==> config.mk <==
export PLATFORM = sky130hd
export DESIGN_NAME = core_top
export DESIGN_NICKNAME = d
export VERILOG_FILES = /design/src/core_pkg.sv /design/src/core_settings_regs.sv /design/src/stick_deadzone.sv /design/src/color_correct.sv /design/src/rtc_packer.sv /design/src/core_top.sv
export SDC_FILE = /design/constraint.sdc
export NUM_CORES = 1
export LEC_CHECK = 0
export BUFFER_PORTS_ARGS = -buffer_cell sky130_fd_sc_hd__clkbuf_2
export CORE_UTILIZATION = 62
export CTS_CLUSTER_DIAMETER = 100
export DETAILED_ROUTE_END_ITERATION = 6
export PLACE_DENSITY = 0.84
export SLEW_MARGIN = 10
export SYNTH_ARGS = -nofsm -noshare
export SYNTH_HDL_FRONTEND = slang
export SYNTH_SLANG_ARGS = --single-unit
==> constraint.sdc <==
create_clock -name clk_74a -period 20.9 [get_ports clk_74a]
set_clock_uncertainty 0.1 [all_clocks]
set_input_delay 2.09 -clock clk_74a [delete_from_list [all_inputs] [get_ports clk_74a]]
set_output_delay 2.09 -clock clk_74a [all_outputs]
set_load 0.03 [all_outputs]
==> src/core_pkg.sv <==
/*
 * core package
 * shared widths, bridge setting addresses, colour-correction gains
 * and the two views of the outgoing video word
 */
package core_pkg;

  localparam int chan_w   = 8;
  localparam int rgb_w    = 24;
  localparam int bridge_w = 32;
  localparam int rtc_w    = 65;

  ////////////////////////////////////////
  // bridge addresses of the kept settings

  localparam logic [bridge_w-1:0] addr_reset_pulse   = 32'h0000_0050;
  localparam logic [bridge_w-1:0] addr_deadzone      = 32'h0000_010C;
  localparam logic [bridge_w-1:0] addr_square_pixels = 32'h0000_0200;
  localparam logic [bridge_w-1:0] addr_color_corr    = 32'h0000_0208;

  // neutral stick position
  localparam logic [chan_w-1:0] stick_center = 8'd128;

  ////////////////////////////////////////
  // colour correction, gains in 1/256

  localparam logic [chan_w-1:0] percent_full = 8'd100;
  localparam logic [9:0] gain_r = 10'd234;
  localparam logic [9:0] gain_g = 10'd258;
  localparam logic [9:0] gain_b = 10'd304;

  typedef struct packed {
    logic [chan_w-1:0] r;
    logic [chan_w-1:0] g;
    logic [chan_w-1:0] b;
  } pixel_view_t;

  // sent once per line after the last active pixel
  typedef struct packed {
    logic [8:0]  pad_hi;
    logic        slot_interlace_odd;
    logic        slot_square;
    logic [12:0] pad_lo;
  } slot_view_t;

  typedef union packed {
    pixel_view_t pixel;
    slot_view_t  slot;
  } video_word_u;

endpackage

==> src/core_settings_regs.sv <==
/*
 * core settings registers
 * decodes bridge writes into the settings kept on the bridge clock
 * and times the core reset pulse started by a bridge write
 */
module core_settings_regs #(
  parameter int reset_pulse_cycles = 1048576
) (
  input  logic                          clk_74a,
  input  logic                          pll_core_locked,
  input  logic                          bridge_wr,
  input  logic [core_pkg::bridge_w-1:0] bridge_addr,
  input  logic [core_pkg::bridge_w-1:0] bridge_wr_data,
  output logic                          core_reset,
  output logic [core_pkg::chan_w-1:0]   deadzone,
  output logic [core_pkg::chan_w-1:0]   color_corr,
  output logic                          square_pixels
);

  // wide enough to hold the full pulse length
  localparam int cnt_w = $clog2(reset_pulse_cycles + 1);

  logic [cnt_w-1:0] pulse_count;

  ////////////////////////////////////////
  // reset pulse counter

  always_ff @(posedge clk_74a or negedge pll_core_locked) begin
    if (!pll_core_locked) begin
      pulse_count <= '0;
    end else begin
      if (pulse_count != '0) begin
        pulse_count <= pulse_count - cnt_w'(1);
      end
      // a new write restarts the pulse
      if (bridge_wr && bridge_addr == core_pkg::addr_reset_pulse) begin
        pulse_count <= cnt_w'(reset_pulse_cycles);
      end
    end
  end

  // held while the pll is unlocked too
  assign core_reset = !pll_core_locked || (pulse_count != '0);

  ////////////////////////////////////////
  // settings written from the bridge

  always_ff @(posedge clk_74a or negedge pll_core_locked) begin
    if (!pll_core_locked) begin
      deadzone      <= '0;
      color_corr    <= '0;
      square_pixels <= 1'b0;
    end else if (bridge_wr) begin
      case (bridge_addr)
        core_pkg::addr_deadzone: begin
          deadzone <= bridge_wr_data[core_pkg::chan_w-1:0];
        end
        core_pkg::addr_color_corr: begin
          color_corr <= bridge_wr_data[core_pkg::chan_w-1:0];
        end
        core_pkg::addr_square_pixels: begin
          square_pixels <= bridge_wr_data[0];
        end
        default: begin
          // other addresses belong to blocks outside this one
        end
      endcase
    end
  end

endmodule

==> src/stick_deadzone.sv <==
/*
 * stick deadzone
 * centres the left stick while its distance from neutral
 * stays within the configured deadzone
 */
module stick_deadzone (
  input  logic                        clk_74a,
  input  logic                        pll_core_locked,
  input  logic [core_pkg::chan_w-1:0] joy_x,
  input  logic [core_pkg::chan_w-1:0] joy_y,
  input  logic [core_pkg::chan_w-1:0] deadzone,
  output logic [core_pkg::chan_w-1:0] stick_x,
  output logic [core_pkg::chan_w-1:0] stick_y
);

  logic [core_pkg::chan_w-1:0] dist_x;
  logic [core_pkg::chan_w-1:0] dist_y;
  logic [core_pkg::chan_w:0]   dist_total;
  logic                        outside;

  // distance of one axis from centre, 0..128
  function automatic logic [core_pkg::chan_w-1:0] axis_dist(
    input logic [core_pkg::chan_w-1:0] axis
  );
    if (axis[7]) begin
      return {1'b0, axis[6:0]};
    end
    return 8'd128 - {1'b0, axis[6:0]};
  endfunction

  assign dist_x     = axis_dist(joy_x);
  assign dist_y     = axis_dist(joy_y);
  assign dist_total = {1'b0, dist_x} + {1'b0, dist_y};
  assign outside    = dist_total > {1'b0, deadzone};

  always_ff @(posedge clk_74a or negedge pll_core_locked) begin
    if (!pll_core_locked) begin
      stick_x <= core_pkg::stick_center;
      stick_y <= core_pkg::stick_center;
    end else begin
      stick_x <= outside ? joy_x : core_pkg::stick_center;
      stick_y <= outside ? joy_y : core_pkg::stick_center;
    end
  end

endmodule

==> src/color_correct.sv <==
/*
 * colour correction output stage
 * blends each channel toward its target gain by the correction
 * strength and sends the video slot word at the end of every line
 */
module color_correct (
  input  logic                        clk_74a,
  input  logic                        pll_core_locked,
  input  logic [core_pkg::rgb_w-1:0]  rgb_in,
  input  logic                        de_in,
  input  logic                        vs_in,
  input  logic [core_pkg::chan_w-1:0] snap_index,
  input  logic [core_pkg::chan_w-1:0] color_corr,
  input  logic                        square_pixels,
  output core_pkg::video_word_u       video_rgb,
  output logic                        video_de
);

  logic [15:0]                 cc_wide;
  logic [core_pkg::chan_w-1:0] cc;
  logic                        prev_de;
  logic                        prev_vs;
  logic [core_pkg::chan_w-1:0] latched_snap;
  core_pkg::video_word_u       pix_word;
  core_pkg::video_word_u       slot_word;

  // one channel, saturated at 255
  function automatic logic [7:0] blend(
    input logic [7:0] c,
    input logic [9:0] gain,
    input logic [7:0] strength
  );
    logic [15:0] keep_term;
    logic [9:0]  scaled;
    logic [17:0] gain_term;
    logic [18:0] sum;
    logic [10:0] result;
    keep_term = 16'(c) * (16'd255 - 16'(strength));
    scaled    = 10'((18'(c) * 18'(gain)) >> 8);
    gain_term = 18'(scaled) * 18'(strength);
    sum       = 19'(keep_term) + 19'(gain_term);
    result    = sum[18:8];
    return (result > 11'd255) ? 8'd255 : result[7:0];
  endfunction

  ////////////////////////////////////////
  // correction strength, 0..100 to 0..255

  assign cc_wide = (16'(color_corr) * 16'd255) / 16'(core_pkg::percent_full);
  assign cc      = (cc_wide > 16'd255) ? 8'd255 : cc_wide[7:0];

  always_comb begin
    pix_word.pixel.r = blend(rgb_in[23:16], core_pkg::gain_r, cc);
    pix_word.pixel.g = blend(rgb_in[15:8], core_pkg::gain_g, cc);
    pix_word.pixel.b = blend(rgb_in[7:0], core_pkg::gain_b, cc);
  end

  always_comb begin
    slot_word.slot.pad_hi             = '0;
    slot_word.slot.slot_interlace_odd = ~latched_snap[0];
    slot_word.slot.slot_square        = square_pixels;
    slot_word.slot.pad_lo             = '0;
  end

  ////////////////////////////////////////
  // output register

  always_ff @(posedge clk_74a or negedge pll_core_locked) begin
    if (!pll_core_locked) begin
      prev_de      <= 1'b0;
      prev_vs      <= 1'b0;
      latched_snap <= '0;
      video_de     <= 1'b0;
      video_rgb    <= '0;
    end else begin
      prev_de  <= de_in;
      prev_vs  <= vs_in;
      video_de <= de_in;
      // snap index only settles at vsync
      if (vs_in && !prev_vs) begin
        latched_snap <= snap_index;
      end
      if (de_in) begin
        video_rgb <= pix_word;
      end else if (prev_de) begin
        // end of line, send the slot word
        video_rgb <= slot_word;
      end
    end
  end

endmodule

==> src/rtc_packer.sv <==
/*
 * rtc word packer
 * toggles a change flag on every new bridge time and packs
 * date and time into the console rtc layout
 */
module rtc_packer (
  input  logic                          clk_74a,
  input  logic                          pll_core_locked,
  input  logic [core_pkg::bridge_w-1:0] rtc_date,
  input  logic [core_pkg::bridge_w-1:0] rtc_time,
  output logic [core_pkg::rtc_w-1:0]    rtc_word
);

  logic [core_pkg::bridge_w-1:0] prev_time;
  logic                          rtc_changed;

  always_ff @(posedge clk_74a or negedge pll_core_locked) begin
    if (!pll_core_locked) begin
      prev_time   <= '0;
      rtc_changed <= 1'b0;
    end else if (rtc_time != prev_time) begin
      prev_time   <= rtc_time;
      rtc_changed <= ~rtc_changed;
    end
  end

  // weekday is not reported by the bridge, fixed at 1
  assign rtc_word = {
    rtc_changed,
    8'h00,
    8'h01,
    rtc_date[23:16],
    rtc_date[15:8],
    rtc_date[7:0],
    rtc_time[23:16],
    rtc_time[15:8],
    rtc_time[7:0]
  };

endmodule

==> src/core_top.sv <==
/*
 * core top level, bridge clock part
 * settings registers beside the stick, video and rtc datapaths
 */
module core_top #(
  parameter int reset_pulse_cycles = 1048576
) (
  input  logic                          clk_74a,
  input  logic                          pll_core_locked,
  input  logic [core_pkg::bridge_w-1:0] bridge_addr,
  input  logic                          bridge_wr,
  input  logic [core_pkg::bridge_w-1:0] bridge_wr_data,
  input  logic [31:0]                   cont1_joy,
  input  logic [core_pkg::bridge_w-1:0] rtc_date,
  input  logic [core_pkg::bridge_w-1:0] rtc_time,
  input  logic [core_pkg::rgb_w-1:0]    rgb_in,
  input  logic                          de_in,
  input  logic                          vs_in,
  input  logic [core_pkg::chan_w-1:0]   snap_index,
  output logic                          core_reset,
  output logic [core_pkg::chan_w-1:0]   stick_x,
  output logic [core_pkg::chan_w-1:0]   stick_y,
  output logic [23:0]                   video_rgb,
  output logic                          video_de,
  output logic [core_pkg::rtc_w-1:0]    rtc_word
);

  logic [core_pkg::chan_w-1:0] deadzone;
  logic [core_pkg::chan_w-1:0] color_corr;
  logic                        square_pixels;

  ////////////////////////////////////////
  // settings

  core_settings_regs #(
    .reset_pulse_cycles(reset_pulse_cycles)
  ) i_settings (
    .clk_74a        (clk_74a),
    .pll_core_locked(pll_core_locked),
    .bridge_wr      (bridge_wr),
    .bridge_addr    (bridge_addr),
    .bridge_wr_data (bridge_wr_data),
    .core_reset     (core_reset),
    .deadzone       (deadzone),
    .color_corr     (color_corr),
    .square_pixels  (square_pixels)
  );

  ////////////////////////////////////////
  // datapaths

  // left stick x in byte 0, y in byte 1
  stick_deadzone i_stick (
    .clk_74a        (clk_74a),
    .pll_core_locked(pll_core_locked),
    .joy_x          (cont1_joy[7:0]),
    .joy_y          (cont1_joy[15:8]),
    .deadzone       (deadzone),
    .stick_x        (stick_x),
    .stick_y        (stick_y)
  );

  color_correct i_color (
    .clk_74a        (clk_74a),
    .pll_core_locked(pll_core_locked),
    .rgb_in         (rgb_in),
    .de_in          (de_in),
    .vs_in          (vs_in),
    .snap_index     (snap_index),
    .color_corr     (color_corr),
    .square_pixels  (square_pixels),
    .video_rgb      (video_rgb),
    .video_de       (video_de)
  );

  rtc_packer i_rtc (
    .clk_74a        (clk_74a),
    .pll_core_locked(pll_core_locked),
    .rtc_date       (rtc_date),
    .rtc_time       (rtc_time),
    .rtc_word       (rtc_word)
  );

endmodule

==> summary.txt <==
Run status
  – Status: complete, no violations

Route
  – Uppermost routed layer: met4
  – Via Count: between 20k and 25k
  – DRT iter0 DRCs: between 1k and 1.5k
  – Wire length on met3: around 5.2 mm
  – DRT met1 WL: 24.84 mm
  – Routed Antenna Nets: 0
  – # DRC: 0
  – Vias per cell: ~5.9
  – Met2 routed WL: 29.61 mm
  – Detailed Route WL: around 60 mm
  – First drt pass iteration count: 5
  – Avg WL per Cell: 17.72 um

Floorplanning
  – I/O Pins: 304
  – Die height: roughly 200 um
  – Core ar.: roughly 40000 sq um
  – Die area: 41250 sq um
  – Initial Util: 0.6296
  – DIE WIDTH: 203.1 um
  – FP Rows: 73

Clock network
  – Number of CTS-inserted buffers: 25
  – CTS tree: yes
  – Post_cts resized: 0
  – Clock Sinks: 114
  – Maximum clock path buffer count: 3
  – Later-pin clock latency in the skew report: 0.48 ns
  – Clock Pin Slew Worst Setup and Hold Paths: about 0.050 ns
  – H-tree Lvls: 4
  – Post-CTS setup buffer count: 0
  – Post-CTS Hold Fix Bufs: 0
  – Clk root buf: clkbuf_16

Setup path
  – Required @ worst endpoint: 21.14 ns
  – Critical-path top delay cell: xor2_2
  – Crit end category: register
  – Most frequent CP cell: o21a_1
  – Crit Path Category: reg -> reg
  – RR Endpoint: i_color.video_rgb[19]$_DFFE_PN0P_
  – Reg2Reg Depth: 56
  – CP Data Arrival Time: 17.22 ns
  – Crit path from: i_settings.color_corr[0]$_DFFE_PN0P_
  – Highest cell delay on the worst timing path: 0.75 ns
  – Reg-to-reg critical path startpoint: i_settings.color_corr[0]$_DFFE_PN0P_
  – R2r setup slk: 3.92 ns
  – Worst Path Max Fanout: 29
  – CP Launch Type: register

Timing
  – Slew at the pin closest to its max-slew limit: approximately 1.1 ns
  – Final Slew Violations: 0
  – RSZ-0062 raised after global routing: false
  – Final TNS setup: 0 ns
  – Final hold vios: 0
  – Fmax: 58.91 MHz
  – Final Critical Period: 16.98 ns
  – Setup-failing EPs final: 0
  – Fin crit share: 0.8122
  – Relative slew slack: 0.2510

Synthesis
  – Post-synth ARST share: 1.000
  – Yosys warns: 0
  – Flop and latch count out of synthesis: 114
  – Cell Area, Synth: 25070 sq um
  – Top cell type's share of synthesized area: 0.2188
  – EDFF count, synth: 0
  – Yosys cell types: 107
  – Sequential share of the synthesized area: 0.1139
  – Most common flop cell mapped by yosys: dfrtp_1
  – Mean Syn Cell Area: 8.643 sq um
  – Synth area leader: fa_1
  – Mapped Cells: 2901
  – Top post-synthesis cells by area: fa_1 (22%), ha_1 (19%), dfrtp_1 (11%)

Run
  – Maxcap violations: 0

Final layout
  – Share of cells above drive strength 1: 0.1033
  – Synth-to-Final Area Change: 5.938%
  – Fin nets: 3805
  – Fill cells: 3065

GRT
  – Vias in the first global route: 21.74k
  – Largest net degree at the start of global routing: 89
  – First-pass GRT wire length: between 100 and 150 mm
  – Grt ovf: 0
  – Gr usage total: 0.3090
  – Initial antenna violation count: 1

Placement
  – Post-detail-place hpwl: 48.02 mm
  – Gpl congestion: 0.9400
  – Number of I/O port buffers: around 180

Hold path
  – Min-delay src: i_color.video_rgb[23]$_DFFE_PN0P_
  – Hold crit path type: reg -> reg
  – Hold path cells: 2
  – Hold Path End: i_color.video_rgb[23]$_DFFE_PN0P_
cells in the mapped netlist (all sizes together), types with 58 or more instances:
master,instances
ha,378
xnor2,124
clkbuf,101
xor2,73
inv,490
a21oi,136
fa,274
dfrtp,112
nand2,264
buf,86
nor2,145
and2,80
nor3,58
critical path, delay by kind of cell (launching register included):
kind | cells | cell delay (ns)
AO/OA/AOI/OAI | 23 | 6.45
flip-flops | 1 | 0.46
adder cells (fa/ha/maj) | 10 | 4.28
buffers and inverters | 7 | 1.13
multiplexers | 2 | 0.76
AND/OR/NAND/NOR | 11 | 2.48
XOR/XNOR | 3 | 1.14
worst max-delay path by stage:
stage,to,slack (ns)
after floorplan,i_color.video_rgb[22]$_DFFE_PN0P_,6.40
after global placement,i_color.video_rgb[22]$_DFFE_PN0P_,4.46
after detailed placement,i_color.video_rgb[19]$_DFFE_PN0P_,4.19
after CTS,i_color.video_rgb[19]$_DFFE_PN0P_,4.14
after global routing,i_color.video_rgb[19]$_DFFE_PN0P_,2.87
final,i_color.video_rgb[19]$_DFFE_PN0P_,3.92
area by class of cell:
| class | instances | area (sq um) | area share |
|---|---|---|---|
| Sequential cell | 114 | 2855 | 0.1075 |
| Timing Repair Buffer | 201 | 1051 | 0.03957 |
| Antenna cell | 1 | 2.502 | 0.00009421 |
| Clock buffer | 33 | 695.7 | 0.02619 |
| Multi-Input combinational cell | 2124 | 19460 | 0.7327 |
| Inverter | 490 | 1839 | 0.06924 |
| Tap cell | 525 | 656.9 | 0.02473 |
per-layer routing:
| metal | up-vias | GRT usage |
|---|---|---|
| met5 | - | 0 |
| met4 | 0 | 0.1203 |
| met3 | 148 | 0.04671 |
| met2 | 954 | 0.5303 |
| met1 | 10060 | 0.3912 |
| li1 | 9523 | - |
cell families after synthesis:
logic type      synth area share
fa+ha+maj                 0.4078
xor+xnor                 0.07121
buf+inv                   0.1128
compound gates            0.1294
mux                      0.01103
simple gates              0.1535
flops                     0.1139
other cells            0.0002995
sequential cells by signal, indices dropped and copies added, names as in the netlist, 8 cells and up:
signal / flops
i_color.video_rgb: 24
i_rtc.prev_time: 32
i_stick.stick_x: 8
i_settings.pulse_count: 21
i_settings.deadzone: 8
i_stick.stick_y: 8
i_settings.color_corr: 8
cell usage in the layout, fill, tap and decap left out, types with 7 or more instances in the layout:
master	count
inv_1	490
ha_1	378
fa_1	274
nand2_1	262
clkbuf_2	183
nor2_1	144
a21oi_1	133
xnor2_1	122
dfrtp_1	112
and2_1	79
xor2_1	70
and3_1	56
o21bai_1	55
nor3_1	51
o21ai_0	45
nor2b_1	41
nand3_1	35
nand2b_1	28
a21o_1	26
clkbuf_16	25
nor4_1	24
o22a_1	21
o21a_1	20
mux2_2	18
buf_4	18
conb_1	16
nand4_1	13
a31oi_1	12
o21ai_1	11
o211ai_1	10
a211oi_1	9
a21boi_1	9
or3_1	7
stage by stage:
step / util / worst slack, ns / hold slack, ns / std cells / instance area (sq um)
after floorplan: - / 6.397 / 0.3477 / 2915 / 25130
after global placement: 0.6495 / 4.460 / 0.3680 / 3454 / 25860
after detailed placement: 0.6495 / 4.188 / 0.3872 / 3454 / 25860
after CTS: 0.6669 / 4.143 / 0.4039 / 3487 / 26560
after global routing: 0.6670 / 2.875 / 0.4173 / 3488 / 26560
final: 0.6670 / 3.925 / 0.3950 / 3488 / 26560
Power is not shown: default switching activity piles up to over one toggle a cycle in this logic, so the estimate is an artifact.
